==> src/common/servo_pkg.sv <==
// servo_pkg
// shared widths, fixed-point shifts and config types for the
// two-channel laser servo, plus the sample and SPI state types

`default_nettype none

package servo_pkg;

	////////////////////////////////////////
	// widths

	localparam int SAMPLE_W    = 16;
	localparam int SIGNAL_W    = 24;
	// iir coefficients, 3 integer bits over 32 fraction bits
	localparam int COEF_W      = 35;
	localparam int COEF_FRAC   = 32;
	localparam int GAIN_W      = 16;
	localparam int FAST_DAC_W  = 14;
	localparam int SLOW_DAC_W  = 20;
	localparam int SPI_FRAME_W = 24;

	// raw sample sits 8 bits up inside the signal word
	localparam int SAMPLE_SHIFT = SIGNAL_W - SAMPLE_W;

	// pi scaling
	localparam int KP_SHIFT = 8;
	localparam int KI_SHIFT = 12;

	// full-precision accumulators
	localparam int IIR_ACC_W = COEF_W + SIGNAL_W + 2;
	localparam int PI_PROD_W = GAIN_W + SIGNAL_W;
	localparam int PI_SUM_W  = PI_PROD_W + 1;

	// afe gain drive is inverted against the setting
	localparam logic [1:0] AFE_GAIN_MAX = 2'd3;

	// slow dac framing
	localparam logic [3:0] SLOW_DAC_WRITE_CMD = 4'd1;
	localparam int         SPI_FRAME_CYCLES   = 52;
	localparam int         SPI_CNT_W          = 6;

	////////////////////////////////////////
	// types

	typedef logic signed [SAMPLE_W-1:0] sample_t;
	typedef logic signed [SIGNAL_W-1:0] signal_t;

	localparam signal_t SIGNAL_MAX = {1'b0, {(SIGNAL_W-1){1'b1}}};
	localparam signal_t SIGNAL_MIN = {1'b1, {(SIGNAL_W-1){1'b0}}};

	typedef struct packed {
		logic                     on;
		logic signed [COEF_W-1:0] a1;
		logic signed [COEF_W-1:0] b0;
		logic signed [COEF_W-1:0] b1;
	} iir_cfg_t;

	typedef struct packed {
		logic                     lock_on;
		logic signed [GAIN_W-1:0] kp;
		logic signed [GAIN_W-1:0] ki;
	} loop_cfg_t;

	typedef struct packed {
		iir_cfg_t [1:0]   iir;
		loop_cfg_t        loop;
		logic [1:0][1:0]  afe_gain;
	} servo_cfg_t;

	typedef struct packed {
		logic    valid;
		signal_t diff;
		signal_t control;
	} servo_sample_t;

	typedef enum logic [1:0] {
		IDLE,
		SHIFT,
		LOAD
	} spi_state_t;

endpackage

`default_nettype wire

==> src/dac_out/fast_dac_port.sv <==
// fast_dac_port
// interleaved parallel port for the dual fast dac
// dci high carries control, dci low carries the difference

`timescale 1ns/1ps
`default_nettype none

module fast_dac_port (
	input  wire                      i_clk1,
	input  wire                      i_reset,
	input  servo_pkg::servo_sample_t i_sample,
	output logic [13:0]              o_dac_d,
	output logic                     o_dac_dci
);

	import servo_pkg::*;

	// latest sample
	signal_t ctrl_q;
	signal_t diff_q;

	signal_t ctrl_src;
	signal_t diff_src;

	// take a fresh sample straight through so it shows early
	assign ctrl_src = i_sample.valid ? i_sample.control : ctrl_q;
	assign diff_src = i_sample.valid ? i_sample.diff : diff_q;

	always_ff @(posedge i_clk1) begin
		if (i_reset) begin
			ctrl_q    <= '0;
			diff_q    <= '0;
			o_dac_dci <= 1'b0;
			o_dac_d   <= '0;
		end else begin
			ctrl_q    <= ctrl_src;
			diff_q    <= diff_src;
			o_dac_dci <= ~o_dac_dci;
			// word matches the dci level it goes out with
			if (!o_dac_dci) begin
				o_dac_d <= ctrl_src[SIGNAL_W-1 -: FAST_DAC_W];
			end else begin
				o_dac_d <= diff_src[SIGNAL_W-1 -: FAST_DAC_W];
			end
		end
	end

endmodule

`default_nettype wire

==> config.mk <==
export PLATFORM = sky130hd
export DESIGN_NAME = fast_dac_port
export DESIGN_NICKNAME = d
export VERILOG_FILES = /design/src/common/servo_pkg.sv /design/src/dac_out/fast_dac_port.sv
export SDC_FILE = /design/constraint.sdc
export NUM_CORES = 1
export LEC_CHECK = 0
export BUFFER_PORTS_ARGS = -buffer_cell sky130_fd_sc_hd__buf_2
export CORE_ASPECT_RATIO = 1.4
export CORE_MARGIN = 5
export CORE_UTILIZATION = 50
export DETAILED_ROUTE_END_ITERATION = 16
export PLACE_DENSITY = 0.89
export SETUP_SLACK_MARGIN = 0.02
export SYNTH_ARGS = -nofsm -noshare
export SYNTH_HDL_FRONTEND = slang
export SYNTH_SLANG_ARGS = --single-unit
export TNS_END_PERCENT = 10
==> constraint.sdc <==
create_clock -name i_clk1 -period 1.9 [get_ports i_clk1]
set_input_delay 0.285 -clock i_clk1 [delete_from_list [all_inputs] [get_ports i_clk1]]
set_output_delay 0.285 -clock i_clk1 [all_outputs]
set_load 0.02 [all_outputs]
==> flow_metrics.tcl <==
set metrics [dict create \
    dpl.hpwl_um 2510 \
    grt_pass1_wl_um 5820 \
    gp_congestion 0.683 \
    cts_hold_buf 0 \
    grt_pass1_vias 1383 \
    num_rows 25 \
    cp-end-kind "primary output" \
    clock_sinks 43 \
    cts-root-buf "clkbuf_8" \
    die_y_um 79.8 \
    cts_tree "built" \
    netlist_instances 156 \
    fin_crit_ps 1440 \
    dieWidth_um 59.8 \
    p_per_area_nw_per_um2 874 \
    wl_um 3480 \
    drt_iter0_drc 41 \
    remaining_drc_errors 0 \
    synth.yosys.seq_area_share_pct 49.5 \
    synth.avg_cell_area_um2 11.1 \
    antennaDiodeCount 0 \
    crit_arrival_ps 1150 \
    tightestPinTransition_ps 578 \
    max_stage_delay_ps 610 \
    p_leak_uw 0.000967 \
    antenna_found_initial 0 \
    setup_viol 0 \
    cp_data_required_time_ps 1620 \
    grt.busiest_layer "met2" \
    areaGrowthSynthToFinish_pct 16.4 \
    cts.clk_slew.worst_paths_ps 70 \
    crit_chain "buf_2" \
    gr-usage-all-layers_pct 16.2 \
    initial_core_util_pct 51.4 \
    io_pins 66 \
    slew_viol_final 0 \
    firstDrtPassIters 4 \
    cts.path.max_buffers 2 \
    cp_top_family "flip-flops" \
    rsz0062_at_grt "false" \
    fin_worst_skew_ps 2.88 \
    synth_area_um2 1740 \
    worst_setup_path_start_kind "register" \
    via_per_inst 5.28 \
    fmax_ghz 0.696 \
    max-cap-violations 0 \
    ys_warn_count 0 \
    yosysTopAreaCell "dfxtp_1" \
    ys_ff_latch 43 \
    grt_overflow 0 \
    clk_latency_ps 290 \
    worst_path_max_delay_cell "dfxtp_2" \
    synth_nets 207 \
    vias 1266 \
    yosysTopAreaCellShare_pct 49.5 \
    hold_violations 0 \
    whs_ps 241 \
    ant_nets 0 \
    grt_max_degree 30 \
    relSlewSlack_pct 61.4 \
    gr-usage-met1_pct 16.7 \
    drive_above_1_share_pct 28.5 \
    hold_class "primary input to register" \
    tns_ps 0 \
    grtUsageMet2_pct 29.3 \
    crit_type "register to primary output" \
    cp_max_fo 16 \
    cts_made_buffers 5 \
    nets 252 \
    ctsResizeCount 0 \
    port_buffers 45 \
    status "finished, final reports clean" \
    wl_per_cell_um 14.5 \
    placedCellCount 234 \
    fin_crit_sh_pct 75.7 \
    synth_cell_types 11 \
    final_cell_count_no_fill 240 \
    irDropWorstVdd_mv 0.494 \
    reg2reg_slack_ps 550 \
    core-area_um2 3380 \
    crit_buf_inv 1 \
    met3_usage_pct 3.88 \
    htree_levels 2 \
    ys_top_cells_by_area "dfxtp_1 50%, mux2i_1 32%, nor2_1 6.3%" \
    cts_setup_buffers 0 \
    design.die.area_um2 4770 \
]
-- cells by family after synthesis --
| logic type | count (synthesis) | share of synthesized area (%) |
|---|---|---|
| DFF | 43 | 49.5 |
| and+or+nand+nor | 31 | 6.98 |
| buffers and inverters | 12 | 5.83 |
| muxes | 56 | 32.3 |
| AOI/OAI and AO/OA | 14 | 5.40 |
-- cells in the mapped netlist --
library cell / n
mux2i_1: 56
dfxtp_1: 43
nor2_1: 29
o22ai_1: 13
buf_6: 6
buf_2: 3
buf_4: 2
clkbuf_1: 1
nand2b_1: 1
o22ai_2: 1
or2_1: 1
-- metal layers --
metal	share of wire (%)	vias to the layer above
li1	-	635
met1	39	596
met2	55	29
met3	4.1	6
met4	2.0	0
met5	0	-
-- flip-flops by register name, summed over array words and instances (netlist names) --
register   count
diff_q        14
o_dac_d       14
o_dac_dci      1
ctrl_q        14
-- stage by stage --
| stage | instance area [um^2] | setup slack (ps) | utilization (%) | total power, uW |
|---|---|---|---|---|
| 2_1_floorplan | 1740 | 709 | - | 1190 |
| 3_3_place_gp | 1950 | 438 | 57.7 | 1260 |
| 3_5_place_dp | 1950 | 398 | 57.7 | 1270 |
| 4_1_cts | 2020 | 446 | 59.9 | 1790 |
| 5_1_grt | 2020 | 424 | 59.9 | 1850 |
| 6_report | 2020 | 463 | 59.9 | 1770 |
-- layout by cell type (no fill, tap or decap), drive strengths merged --
| cell | Yosys | routed |
|---|---|---|
| o22ai | 14 | 14 |
| or2 | 1 | 1 |
| dfxtp | 43 | 43 |
| mux2i | 56 | 56 |
| buf | 11 | 50 |
| nand2b | 1 | 1 |
| clkbuf | 1 | 6 |
| nor2 | 29 | 29 |
-- worst paths after layout --
path | from | endpoint | cells past startpoint
setup / recovery | o_dac_dci$_SDFF_PP0_ | o_dac_dci | 1
setup reg to reg | o_dac_dci$_SDFF_PP0_ | o_dac_d[9]$_SDFF_PP0_ | 3
hold reg to reg | ctrl_q[14]$_SDFF_PP0_ | ctrl_q[14]$_SDFF_PP0_ | 2
hold / removal | i_sample[47] | diff_q[23]$_SDFF_PP0_ | 3
-- final cells by class --
cell class | instances | area [um^2]
Timing Repair Buffer | 50 | 263
Multi-Input combinational cell | 101 | 776
Clock buffer | 6 | 72.6
Fill cell | 309 | 1360
Sequential cell | 43 | 862
Tap cell | 40 | 50.0
-- where the power goes --
| part | switching [uW] | total, uW | leakage (uW) | internal (uW) |
|---|---|---|---|---|
| Sequential | 32.3 | 991 | 0.000355 | 959 |
| Clock | 275 | 520 | 0.0000371 | 245 |
| Combinational | 137 | 258 | 0.000575 | 122 |
Note: power is estimated with default switching activity, not from simulation.
