<file path="config.mk">
export PLATFORM = sky130hd
export DESIGN_NAME = slow_dac_spi
export DESIGN_NICKNAME = d
export VERILOG_FILES = /design/src/common/servo_pkg.sv /design/src/dac_out/slow_dac_spi.sv
export SDC_FILE = /design/constraint.sdc
export NUM_CORES = 1
export LEC_CHECK = 0
export BUFFER_PORTS_ARGS = -buffer_cell sky130_fd_sc_hd__buf_2
export CAP_MARGIN = 20
export CELL_PAD_IN_SITES_DETAIL_PLACEMENT = 1
export CELL_PAD_IN_SITES_GLOBAL_PLACEMENT = 1
export CORE_ASPECT_RATIO = 0.7
export CORE_MARGIN = 2
export CORE_UTILIZATION = 42
export CTS_CLUSTER_SIZE = 40
export DETAILED_ROUTE_END_ITERATION = 6
export PLACE_DENSITY_LB_ADDON = 0.1
export SLEW_MARGIN = 20
export SYNTH_ARGS = -nofsm -noshare
export SYNTH_HDL_FRONTEND = slang
export SYNTH_SLANG_ARGS = --single-unit
export TNS_END_PERCENT = 50
</file>
<file path="constraint.sdc">
create_clock -name i_clk1 -period 3.4 [get_ports i_clk1]
set_input_delay 0 -clock i_clk1 [delete_from_list [all_inputs] [get_ports i_clk1]]
set_output_delay 0 -clock i_clk1 [all_outputs]
set_load 0.02 [all_outputs]
</file>
<file path="src/common/servo_pkg.sv">
// servo_pkg
// shared widths, fixed-point shifts and config types for the
// two-channel laser servo, plus the sample and SPI state types

`default_nettype none

package servo_pkg;

	////////////////////////////////////////
	// widths

	localparam int SAMPLE_W    = 16;
	localparam int SIGNAL_W    = 24;
	// iir coefficients, 3 integer bits over 32 fraction bits
	localparam int COEF_W      = 35;
	localparam int COEF_FRAC   = 32;
	localparam int GAIN_W      = 16;
	localparam int FAST_DAC_W  = 14;
	localparam int SLOW_DAC_W  = 20;
	localparam int SPI_FRAME_W = 24;

	// raw sample sits 8 bits up inside the signal word
	localparam int SAMPLE_SHIFT = SIGNAL_W - SAMPLE_W;

	// pi scaling
	localparam int KP_SHIFT = 8;
	localparam int KI_SHIFT = 12;

	// full-precision accumulators
	localparam int IIR_ACC_W = COEF_W + SIGNAL_W + 2;
	localparam int PI_PROD_W = GAIN_W + SIGNAL_W;
	localparam int PI_SUM_W  = PI_PROD_W + 1;

	// afe gain drive is inverted against the setting
	localparam logic [1:0] AFE_GAIN_MAX = 2'd3;

	// slow dac framing
	localparam logic [3:0] SLOW_DAC_WRITE_CMD = 4'd1;
	localparam int         SPI_FRAME_CYCLES   = 52;
	localparam int         SPI_CNT_W          = 6;

	////////////////////////////////////////
	// types

	typedef logic signed [SAMPLE_W-1:0] sample_t;
	typedef logic signed [SIGNAL_W-1:0] signal_t;

	localparam signal_t SIGNAL_MAX = {1'b0, {(SIGNAL_W-1){1'b1}}};
	localparam signal_t SIGNAL_MIN = {1'b1, {(SIGNAL_W-1){1'b0}}};

	typedef struct packed {
		logic                     on;
		logic signed [COEF_W-1:0] a1;
		logic signed [COEF_W-1:0] b0;
		logic signed [COEF_W-1:0] b1;
	} iir_cfg_t;

	typedef struct packed {
		logic                     lock_on;
		logic signed [GAIN_W-1:0] kp;
		logic signed [GAIN_W-1:0] ki;
	} loop_cfg_t;

	typedef struct packed {
		iir_cfg_t [1:0]   iir;
		loop_cfg_t        loop;
		logic [1:0][1:0]  afe_gain;
	} servo_cfg_t;

	typedef struct packed {
		logic    valid;
		signal_t diff;
		signal_t control;
	} servo_sample_t;

	typedef enum logic [1:0] {
		IDLE,
		SHIFT,
		LOAD
	} spi_state_t;

endpackage

`default_nettype wire

</file>
<file path="src/dac_out/slow_dac_spi.sv">
// slow_dac_spi
// writes the loop output to the 20-bit precision dac as 24-bit spi
// frames, then pulses ldac; newest sample waits in a pending slot

`timescale 1ns/1ps
`default_nettype none

module slow_dac_spi (
	input  wire                      i_clk1,
	input  wire                      i_reset,
	input  servo_pkg::servo_sample_t i_sample,
	output logic                     o_spi_scs,
	output logic                     o_spi_sck,
	output logic                     o_spi_sdi,
	output logic                     o_ldac
);

	import servo_pkg::*;

	spi_state_t state;

	logic [SPI_CNT_W-1:0]   cnt;
	logic [SPI_FRAME_W-1:0] shreg;

	// one-deep pending word
	logic [SLOW_DAC_W-1:0] pend_q;
	logic                  pend_valid;

	logic [SLOW_DAC_W-1:0] new_word;

	assign new_word  = i_sample.control[SIGNAL_W-1 -: SLOW_DAC_W];
	assign o_spi_sdi = shreg[SPI_FRAME_W-1];

	////////////////////////////////////////
	// pending slot

	always_ff @(posedge i_clk1) begin
		if (i_sample.valid) begin
			pend_q <= new_word;
		end
	end

	// only samples landing during a frame wait here
	always_ff @(posedge i_clk1) begin
		if (i_reset) begin
			pend_valid <= 1'b0;
		end else if (state == IDLE) begin
			pend_valid <= 1'b0;
		end else if (i_sample.valid) begin
			pend_valid <= 1'b1;
		end
	end

	////////////////////////////////////////
	// frame fsm
	// sck toggles for 48 cycles, scs rises at 50, ldac low at 52

	always_ff @(posedge i_clk1) begin
		if (i_reset) begin
			state     <= IDLE;
			cnt       <= '0;
			shreg     <= '0;
			o_spi_scs <= 1'b1;
			o_spi_sck <= 1'b0;
			o_ldac    <= 1'b1;
		end else begin
			unique case (state)
				IDLE: begin
					if (i_sample.valid || pend_valid) begin
						// fresh sample beats the pending one
						shreg <= {SLOW_DAC_WRITE_CMD,
							i_sample.valid ? new_word : pend_q};
						cnt       <= '0;
						o_spi_scs <= 1'b0;
						o_spi_sck <= 1'b0;
						state     <= SHIFT;
					end
				end
				SHIFT: begin
					cnt <= cnt + 1'b1;
					if (cnt < SPI_CNT_W'(2 * SPI_FRAME_W)) begin
						o_spi_sck <= ~o_spi_sck;
						// next bit on the falling edge
						if (o_spi_sck) begin
							shreg <= shreg << 1;
						end
					end
					if (cnt == SPI_CNT_W'(SPI_FRAME_CYCLES - 3)) begin
						o_spi_scs <= 1'b1;
					end
					if (cnt == SPI_CNT_W'(SPI_FRAME_CYCLES - 1)) begin
						o_ldac <= 1'b0;
						state  <= LOAD;
					end
				end
				LOAD: begin
					// single-cycle ldac
					o_ldac <= 1'b1;
					state  <= IDLE;
				end
				default: begin
					state <= IDLE;
				end
			endcase
		end
	end

endmodule

`default_nettype wire

</file>
==> impl_results.md <==
* Status: finished clean
* Max clock buf depth at 2
* CTS root buf: clkbuf_8
* Final hold viol count at 0
* Layout cells sized above 1 at 0.223
* Clk sinks at 56
* Post-place setup slack at about 1.3 ns
* Number of antenna diodes at 0
* Top Ports at 55
* Syn nets at roughly 290
* RD Place Congestion at ~0.74
* Worst slew margin at 0.383
* Standard-cell row count at 22
* Register area share after synthesis at 0.501
* Worst vdd ir at roughly 180 uV
* Clk_lat worst skew at ~0.30 ns
* Commonest cells after routing, fill and taps aside: 56 x dfxtp_1, 26 x buf_2, 24 x nor2_1
* CTS resizes at 0
* GR Overflow Total at 0
* Hold Crit Class: input port to flop
* Setup TNS at 0 ns
* Biggest area consumer among synthesized cells: dfxtp_1
* DR pass1 iterations at 4
* Static leakage at a little over 1 nW
* Max-Cap Viols at 0
* Core area at about 5200 um2
* CP Capture Type: flop
* Tmin final at just over 2 ns
* Pwr dens at roughly 470 nW/um2
* Largest net degree at the start of global routing at 24
* CTS clk-pin slew, worst paths at 0.09 ns
* Initial antenna violation count at 0
* Cts bufs inserted at 5
* Crit share post-route at 0.605
* Die Span X at between 90 and 100 um
* WP data arrival at roughly 2.2 ns
* Starting DRT DRC Count at between 60 and 70
* Unrepaired setup endpoints after global routing: no
* Vias post-DR at between 1,500 and 2,000
* Vias in the first global route at about 1,800
* WHS at between 0.015 and 0.02 ns
* Total global-route track usage at 0.184
* Final setup vio count at 0
* Max-slew violation count at 0
* Die H at approximately 65 um
* DRC viols at 0
* Slew @ Worst Pin at ~0.93 ns
* Clk_skew at between 0.003 and 0.004 ns
* Area Growth Syn to Fin at 20.1%
* Hold path startpoint: i_reset
* Antenna Nets Post-Route at 0
* TritonCTS clock tree: done
* Dpl hpwl at 3.23 mm
* Number of distinct library cells after synthesis at 39
* Routed WL per cell at about 15 um
* Routed wire length at 5.11 mm
* Initial core utilization at 0.430
* First-pass GRT wire length at 8.60 mm
* Cells after synthesis at 232
* Max FO, Critical Path at 18
* # port buffers at 26
* Reg-to-Reg Start: state[0]$_SDFFE_PP0P_
* Most common cell after layout, fill and taps aside: dfxtp_1
* Synth top area share at 0.501
* Register bit total from synthesis at 56
* H-tree levels at 2
* Max Clk Rate at about 500 MHz
* Syn Area/Cell at 9.65 um2
* Largest cells by area after synthesis: dfxtp_1 50%, mux2_2 10%, o221ai_1 7.0%
* Crit Path Class: flop to flop
* DIE AREA at 5940 um2
* Post-route setup slack at between 1 and 1.5 ns
* Startpoint Class: flop
* Vias per cell at ~5.3
* Area of the mapped netlist at 2240 um2
* Worst Path Required at roughly 3.6 ns
* Critical path startpoint: state[0]$_SDFFE_PP0P_
* Final net count at between 300 and 400
* # fillers at 592
* Synthesis Warnings at 0
[cell families after synthesis]
family / share of synthesized area
flops: 0.501
mux: 0.105
simple gates: 0.155
buf+inv: 0.0704
fa+ha+maj: 0.0112
compound gates: 0.158
[cell usage after synthesis (all sizes together)]
| master | number |
|---|---|
| dfxtp | 56 |
| nor2 | 24 |
| inv | 22 |
| nand3 | 21 |
| mux2 | 20 |
| o221ai | 19 |
| buf | 8 |
| nand2 | 7 |
| a21oi | 6 |
| clkbuf | 6 |
| o21ai | 6 |
| nand2b | 3 |
| nor3 | 3 |
| or3 | 3 |
| a211oi | 2 |
| ha | 2 |
| nand4b | 2 |
| o31ai | 2 |
| o32ai | 2 |
| or4 | 2 |
| a21bo | 1 |
| a221o | 1 |
| a311oi | 1 |
| a41oi | 1 |
| and2 | 1 |
| and3 | 1 |
| clkinv | 1 |
| mux2i | 1 |
| nand4 | 1 |
| nor2b | 1 |
| o211ai | 1 |
| o21ba | 1 |
| o221a | 1 |
| o22ai | 1 |
| or2 | 1 |
| or3b | 1 |
[what timing repair did]
item | CTS | global route
hold buffers | 20 | 0
buffers inserted | 0 | 0
hold endpoints to repair | 20 | 0
[final timing paths]
| check | end | slack [ns] | depth (start not counted) |
|---|---|---|---|
| worst max-delay path | shreg[1]$_SDFFE_PP0P_ | 1.34 | 3 |
| worst min-delay path | cnt[1]$_SDFFE_PP0P_ | 0.02 | 2 |
| worst max register to register | shreg[1]$_SDFFE_PP0P_ | 1.34 | 3 |
| worst min register to register | shreg[0]$_SDFFE_PP0P_ | 0.48 | 2 |
[power by group]
| part | internal [W] | switching (W) | total (W) |
|---|---|---|---|
| clock network | 0.000141 | 0.000206 | 0.000347 |
| logic | 0.0000865 | 0.0000908 | 0.000177 |
| registers | 0.000712 | 0.0000259 | 0.000738 |
[per-stage QoR]
| stage | power, W | utilization | cells | cell area, um2 |
|---|---|---|---|---|
| 2_1_floorplan | 0.000865 | - | 232 | 2240 |
| 3_3_place_gp | 0.000908 | 0.463 | 319 | 2410 |
| 3_5_place_dp | 0.000914 | 0.463 | 319 | 2410 |
| 4_1_cts | 0.00127 | 0.517 | 346 | 2690 |
| 5_1_grt | 0.00133 | 0.517 | 346 | 2690 |
| 6_report | 0.00126 | 0.517 | 346 | 2690 |
[registers in the layout, indices dropped and copies added, names as in the netlist]
name / flops
shreg: 24
pend_valid: 1
o_spi_scs: 1
state: 2
cnt: 6
o_spi_sck: 1
pend_q: 20
o_ldac: 1
[critical path: stages, from the launching register on]
cell      delay (ns)
dfxtp_1         0.51
nand2b_1        0.32
o221ai_2        0.82
o221ai_1        0.24
[metal layers]
metal | wire length [um] | part of all wire | global-route usage
met5 | 0 | 0 | 0
met4 | 68 | 0.013 | 0.0625
met3 | 138 | 0.027 | 0.0349
met2 | 2270 | 0.44 | 0.283
met1 | 2630 | 0.51 | 0.261
[area by class of cell]
type	count	area [um2]	share of cell area
repair buffers	49	353	0.131
clock inverters	1	5.00	0.00186
inverters	23	86.3	0.0321
clock buffers	6	72.6	0.0270
well taps	72	90.1	0.0335
multi-input cells	139	960	0.357
flip-flops and latches	56	1120	0.417
Power figures use the tool's default switching activity.
