`config.mk`:
```
export PLATFORM = sky130hd
export DESIGN_NAME = pi_loop_filter
export DESIGN_NICKNAME = d
export VERILOG_FILES = /design/src/common/servo_pkg.sv /design/src/logic/pi_loop_filter.sv
export SDC_FILE = /design/constraint.sdc
export NUM_CORES = 2
export LEC_CHECK = 0
export BUFFER_PORTS_ARGS = -buffer_cell sky130_fd_sc_hd__buf_2
export CORE_MARGIN = 2
export CORE_UTILIZATION = 45
export CTS_BUF_LIST = sky130_fd_sc_hd__clkbuf_4 sky130_fd_sc_hd__clkbuf_8
export DETAILED_ROUTE_END_ITERATION = 16
export GPL_ROUTABILITY_DRIVEN = 0
export GPL_TIMING_DRIVEN = 0
export REMOVE_ABC_BUFFERS = 1
export SLEW_MARGIN = 10
export SYNTH_ARGS = -nofsm -noshare
export SYNTH_HDL_FRONTEND = slang
export SYNTH_SLANG_ARGS = --single-unit
```
`constraint.sdc`:
```
create_clock -name i_clk1 -period 34.4 [get_ports i_clk1]
set_input_delay 5.16 -clock i_clk1 [delete_from_list [all_inputs] [get_ports i_clk1]]
set_output_delay 5.16 -clock i_clk1 [all_outputs]
set_load 0.01 [all_outputs]
```
`src/common/servo_pkg.sv`:
```
// servo_pkg
// shared widths, fixed-point shifts and config types for the
// two-channel laser servo, plus the sample and SPI state types

`default_nettype none

package servo_pkg;

	////////////////////////////////////////
	// widths

	localparam int SAMPLE_W    = 16;
	localparam int SIGNAL_W    = 24;
	// iir coefficients, 3 integer bits over 32 fraction bits
	localparam int COEF_W      = 35;
	localparam int COEF_FRAC   = 32;
	localparam int GAIN_W      = 16;
	localparam int FAST_DAC_W  = 14;
	localparam int SLOW_DAC_W  = 20;
	localparam int SPI_FRAME_W = 24;

	// raw sample sits 8 bits up inside the signal word
	localparam int SAMPLE_SHIFT = SIGNAL_W - SAMPLE_W;

	// pi scaling
	localparam int KP_SHIFT = 8;
	localparam int KI_SHIFT = 12;

	// full-precision accumulators
	localparam int IIR_ACC_W = COEF_W + SIGNAL_W + 2;
	localparam int PI_PROD_W = GAIN_W + SIGNAL_W;
	localparam int PI_SUM_W  = PI_PROD_W + 1;

	// afe gain drive is inverted against the setting
	localparam logic [1:0] AFE_GAIN_MAX = 2'd3;

	// slow dac framing
	localparam logic [3:0] SLOW_DAC_WRITE_CMD = 4'd1;
	localparam int         SPI_FRAME_CYCLES   = 52;
	localparam int         SPI_CNT_W          = 6;

	////////////////////////////////////////
	// types

	typedef logic signed [SAMPLE_W-1:0] sample_t;
	typedef logic signed [SIGNAL_W-1:0] signal_t;

	localparam signal_t SIGNAL_MAX = {1'b0, {(SIGNAL_W-1){1'b1}}};
	localparam signal_t SIGNAL_MIN = {1'b1, {(SIGNAL_W-1){1'b0}}};

	typedef struct packed {
		logic                     on;
		logic signed [COEF_W-1:0] a1;
		logic signed [COEF_W-1:0] b0;
		logic signed [COEF_W-1:0] b1;
	} iir_cfg_t;

	typedef struct packed {
		logic                     lock_on;
		logic signed [GAIN_W-1:0] kp;
		logic signed [GAIN_W-1:0] ki;
	} loop_cfg_t;

	typedef struct packed {
		iir_cfg_t [1:0]   iir;
		loop_cfg_t        loop;
		logic [1:0][1:0]  afe_gain;
	} servo_cfg_t;

	typedef struct packed {
		logic    valid;
		signal_t diff;
		signal_t control;
	} servo_sample_t;

	typedef enum logic [1:0] {
		IDLE,
		SHIFT,
		LOAD
	} spi_state_t;

endpackage

`default_nettype wire

```
`src/logic/pi_loop_filter.sv`:
```
// pi_loop_filter
// proportional-integral servo on the channel difference, with a
// saturating integrator and a lock enable

`timescale 1ns/1ps
`default_nettype none

module pi_loop_filter (
	input  wire                      i_clk1,
	input  wire                      i_reset,
	input  servo_pkg::loop_cfg_t     i_cfg,
	input  servo_pkg::signal_t       i_diff,
	input  wire                      i_diff_valid,
	output servo_pkg::servo_sample_t o_sample
);

	import servo_pkg::*;

	loop_cfg_t cfg_q;

	// integrator state
	signal_t integ_q;

	// output registers
	logic    valid_q;
	signal_t diff_q;
	signal_t control_q;

	logic signed [PI_PROD_W-1:0] p_prod;
	logic signed [PI_PROD_W-1:0] i_prod;
	logic signed [PI_SUM_W-1:0]  integ_sum;
	logic signed [PI_SUM_W-1:0]  ctrl_sum;
	signal_t                     integ_new;
	signal_t                     ctrl_new;

	// clamp a wide sum into the signal range
	function automatic signal_t sat(input logic signed [PI_SUM_W-1:0] v);
		if (v > SIGNAL_MAX) begin
			return SIGNAL_MAX;
		end else if (v < SIGNAL_MIN) begin
			return SIGNAL_MIN;
		end
		return signal_t'(v);
	endfunction

	always_ff @(posedge i_clk1) begin
		cfg_q <= i_cfg;
	end

	////////////////////////////////////////
	// pi arithmetic

	always_comb begin
		// error is the difference itself
		p_prod = cfg_q.kp * i_diff;
		i_prod = cfg_q.ki * i_diff;
		integ_sum = integ_q + (i_prod >>> KI_SHIFT);
		integ_new = sat(integ_sum);
		// p term rides on top of the updated integrator
		ctrl_sum = (p_prod >>> KP_SHIFT) + integ_new;
		ctrl_new = sat(ctrl_sum);
	end

	always_ff @(posedge i_clk1) begin
		if (i_reset) begin
			integ_q <= '0;
			valid_q <= 1'b0;
		end else begin
			valid_q <= i_diff_valid;
			if (!cfg_q.lock_on) begin
				// unlocked, integrator parked at zero
				integ_q <= '0;
			end else if (i_diff_valid) begin
				integ_q <= integ_new;
			end
		end
	end

	// payload
	always_ff @(posedge i_clk1) begin
		if (i_diff_valid) begin
			diff_q    <= i_diff;
			control_q <= cfg_q.lock_on ? ctrl_new : '0;
		end
	end

	// diff travels beside control for the monitor output
	assign o_sample = '{valid: valid_q, diff: diff_q, control: control_q};

endmodule

`default_nettype wire

```
==> run_summary.xml <==
<?xml version="1.0" encoding="UTF-8"?>
<metrics>
  <group name="critical_path">
    <metric name="critical_path.endpoint" unit="">control_q[12]$_SDFFCE_PN0P_</metric>
    <metric name="cp_common_cell" unit="">fa_1</metric>
    <metric name="reg2reg_slack" unit="ns">20.03</metric>
    <metric name="worst_ep_arrival_time" unit="ns">18.91</metric>
    <metric name="r2r.worst_path.cells" unit="">44</metric>
    <metric name="timing.critical_path.slowest_stage_cell" unit="">o41ai_4</metric>
    <metric name="worst_path_largest_cell_delay" unit="ns">0.91</metric>
    <metric name="critPathLaunch" unit="">i_diff[12]</metric>
    <metric name="timing.rr.start" unit="">cfg_q[1]$_DFF_P_</metric>
    <metric name="worstSetupStartpointType" unit="">input pin</metric>
    <metric name="crit_type" unit="">in2reg</metric>
    <metric name="timing.critical_path.required" unit="ns">34.57</metric>
    <metric name="crit-reg2reg-capture" unit="">control_q[12]$_SDFFCE_PN0P_</metric>
    <metric name="worst_path_fanout_max" unit="">33</metric>
    <metric name="critPathCaptureType" unit="">flop</metric>
  </group>
  <group name="global_route">
    <metric name="grt_most_used_layer" unit="">met2</metric>
    <metric name="pin_count_of_the_biggest_net_entering_global_routing" unit="">73</metric>
    <metric name="global_route.usage.total" unit="%">21.13</metric>
    <metric name="use_met3" unit="%">2.034</metric>
    <metric name="grt_overflow_total" unit="">0</metric>
    <metric name="antenna_found_initial" unit="">2</metric>
    <metric name="globalRouteMet1Util" unit="%">28.57</metric>
    <metric name="grt_util_met2" unit="%">36.60</metric>
    <metric name="grt_pass1_wl" unit="um">126000</metric>
    <metric name="first_global_vias" unit="">24086</metric>
  </group>
  <group name="logic_synthesis">
    <metric name="syn_area" unit="um^2">33010</metric>
    <metric name="synthCells" unit="">3621</metric>
    <metric name="synth-seq-area-share" unit="%">7.884</metric>
    <metric name="yosys.cell_types.count" unit="">73</metric>
    <metric name="ys.warnings.count" unit="">0</metric>
    <metric name="yosys_register_bits" unit="">106</metric>
    <metric name="dominantRegCellSynth" unit="">dfxtp_1</metric>
    <metric name="async_flop_share" unit="%">0</metric>
    <metric name="postSynthAreaPerCell" unit="um^2">9.117</metric>
    <metric name="number_of_flops_mapped_to_enable_cells_by_yosys" unit="">48</metric>
  </group>
  <group name="layout">
    <metric name="multi_input_comb_area" unit="um^2">26600</metric>
    <metric name="leading_cell_types_in_the_layout_fill_and_taps_excluded" unit="">inv_1, fa_1, nand2_1</metric>
    <metric name="final_cells" unit="">4544</metric>
    <metric name="drive_above_1_share" unit="%">4.604</metric>
    <metric name="area.sequential" unit="um^2">2603</metric>
    <metric name="fillers" unit="">7091</metric>
    <metric name="mostFrequentLayoutCell" unit="">inv_1</metric>
    <metric name="flow.area_growth_from_synthesis" unit="%">4.192</metric>
    <metric name="finish.net_count" unit="">4638</metric>
  </group>
  <group name="clock_tree">
    <metric name="cts_num_sinks" unit="">106</metric>
    <metric name="clk_pin_slew" unit="ns">0.11</metric>
    <metric name="cts_root_buf" unit="">clkbuf_8</metric>
    <metric name="clock_tree_from_tritoncts" unit="">built</metric>
    <metric name="ctsResizeCount" unit="">0</metric>
    <metric name="numCtsBuffers" unit="">9</metric>
    <metric name="cts.path.max_buffers" unit="">2</metric>
    <metric name="cts-hold-fix-buffers" unit="">0</metric>
    <metric name="worstSkewPairLatency" unit="ns">0.45</metric>
    <metric name="h_tree_level_count" unit="">3</metric>
    <metric name="cts_setup_buffers" unit="">0</metric>
  </group>
  <group name="timing">
    <metric name="max_freq" unit="GHz">0.05337</metric>
    <metric name="report.final.hold_viol_count" unit="">0</metric>
    <metric name="setup_viol" unit="">0</metric>
    <metric name="layout_worst_path_cycle_share" unit="%">54.47</metric>
    <metric name="layout_min_cycle_time" unit="ns">18.74</metric>
    <metric name="grt_setup_unrepaired" unit="">false</metric>
    <metric name="tightestPinTransition" unit="ns">1.146</metric>
    <metric name="slew_headroom" unit="%">23.32</metric>
    <metric name="maxSlewViolCount" unit="">0</metric>
    <metric name="finalSetupTns" unit="ns">0</metric>
    <metric name="fin_worst_skew" unit="ns">0.01794</metric>
  </group>
  <group name="routing">
    <metric name="drt_wl_total" unit="um">75540</metric>
    <metric name="detailroute.via_count" unit="">23305</metric>
    <metric name="wl_per_cell" unit="um">16.62</metric>
    <metric name="detail_route.first_pass.iterations" unit="">7</metric>
    <metric name="viasPerCell" unit="">5.129</metric>
    <metric name="drc_errors" unit="">0</metric>
    <metric name="final_antenna_net_count" unit="">0</metric>
    <metric name="dr.first_iter.drc_count" unit="">1191</metric>
  </group>
  <group name="floorplan">
    <metric name="std_cell_rows" unit="">99</metric>
    <metric name="initial_util" unit="%">45.32</metric>
    <metric name="coreArea" unit="um^2">72830</metric>
    <metric name="die_area" unit="um^2">75540</metric>
    <metric name="boundaryPins" unit="">109</metric>
    <metric name="die_width" unit="um">274.9</metric>
    <metric name="dieHeight" unit="um">274.9</metric>
  </group>
  <group name="placed_design">
    <metric name="dp.final_hpwl" unit="um">59660</metric>
    <metric name="placement.io_buffers" unit="">108</metric>
    <metric name="placed_cell_count" unit="">4527</metric>
  </group>
  <group name="job">
    <metric name="max_cap_viol_count" unit="">0</metric>
  </group>
  <group name="worst_hold_path">
    <metric name="hold_class" unit="">reg2reg</metric>
  </group>
  <group name="run_status">
    <metric name="status" unit="">finished clean</metric>
  </group>
</metrics>
cell families (layout without fill, tap and decap cells):
family / Yosys count / in the layout / synth area share, %
buffers and inverters: 1015 / 978 / 11.63
other: 0 / 1 / 0
XOR/XNOR: 123 / 123 / 3.286
adder cells (fa/ha/maj): 999 / 999 / 54.87
AO/OA/AOI/OAI: 373 / 373 / 7.785
AND/OR/NAND/NOR: 1005 / 1005 / 14.54
flip-flops: 106 / 106 / 7.884
how the worst min path moves through the flow:
stage / from / slack [ns] / depth (start not counted) / to
3_5_place_dp: integ_q[9]$_SDFFE_PP0P_ / 0.47 / 2 / integ_q[9]$_SDFFE_PP0P_
6_report: integ_q[3]$_SDFFE_PP0P_ / 0.49 / 2 / integ_q[3]$_SDFFE_PP0P_
4_1_cts: integ_q[22]$_SDFFE_PP0P_ / 0.49 / 2 / integ_q[22]$_SDFFE_PP0P_
3_3_place_gp: integ_q[9]$_SDFFE_PP0P_ / 0.47 / 2 / integ_q[9]$_SDFFE_PP0P_
5_1_grt: integ_q[3]$_SDFFE_PP0P_ / 0.51 / 2 / integ_q[3]$_SDFFE_PP0P_
2_1_floorplan: integ_q[10]$_SDFFE_PP0P_ / 0.46 / 2 / integ_q[10]$_SDFFE_PP0P_
final cells by class:
type,instances,share of cell area [%]
Inverter,851,9.287
Clock buffer,13,0.4656
Sequential cell,106,7.566
Antenna cell,1,0.007275
Multi-Input combinational cell,2500,77.33
Tap cell,959,3.489
Timing Repair Buffer,111,1.735
Clock inverter,3,0.1237
metal layers:
metal / up-vias / wire length, um
li1: 10780 / -
met1: 12038 / 33060
met2: 415 / 38050
met3: 70 / 2556
met4: 2 / 1866
met5: - / 11
worst max-delay path: cells and delay by family:
kind	cells	cell delay, ns
xor+xnor	3	0.72
fa+ha+maj	9	4.27
simple gates	6	1.81
buf+inv	5	1.13
compound gates	22	5.76
flip-flops by register name (all words and copies together) (netlist names):
register   flops
cfg_q         33
control_q     24
diff_q        24
integ_q       24
valid_q        1
through the flow:
step | area (um^2) | hold WS, ns | util [%] | setup WS (ns)
3_5_place_dp | 34190 | 0.4740 | 46.94 | 14.94
2_1_floorplan | 32370 | 0.4583 | - | 17.08
6_report | 34400 | 0.4892 | 47.22 | 15.66
5_1_grt | 34400 | 0.5084 | 47.22 | 14.84
4_1_cts | 34390 | 0.4896 | 47.22 | 15.44
3_3_place_gp | 34110 | 0.4724 | 46.83 | 13.88
synth_stat cells, types with 5 or more instances:
cell	n	area (um^2)
o21a_1	15	112.6
nand2b_1	37	231.5
o21bai_1	13	97.59
and2_1	282	1764
nor2_1	103	386.6
o211ai_1	11	82.58
ha_1	251	3141
and3_1	12	75.07
nand3_1	12	60.06
buf_2	6	30.03
dfxtp_1	58	1161
inv_1	850	3191
o21ai_0	70	350.3
o21ai_1	9	45.04
a21o_1	41	307.8
nor3_1	8	40.04
nor2b_1	10	62.56
nand4_1	19	118.9
a2111oi_0	5	43.79
o31ai_1	8	60.06
and4_1	5	43.79
a31oi_1	12	75.07
xor2_1	43	376.6
edfxtp_1	48	1441
nand2_1	499	1873
a311oi_1	23	201.4
o31ai_2	15	187.7
xnor2_1	79	691.9
clkbuf_1	154	578.1
a21oi_1	97	485.5
fa_1	748	14970
a211oi_1	12	90.09
Power is left out: the tool's default activity adds up to more than one toggle a clock period on the data nets, which glitch-free logic cannot reach.
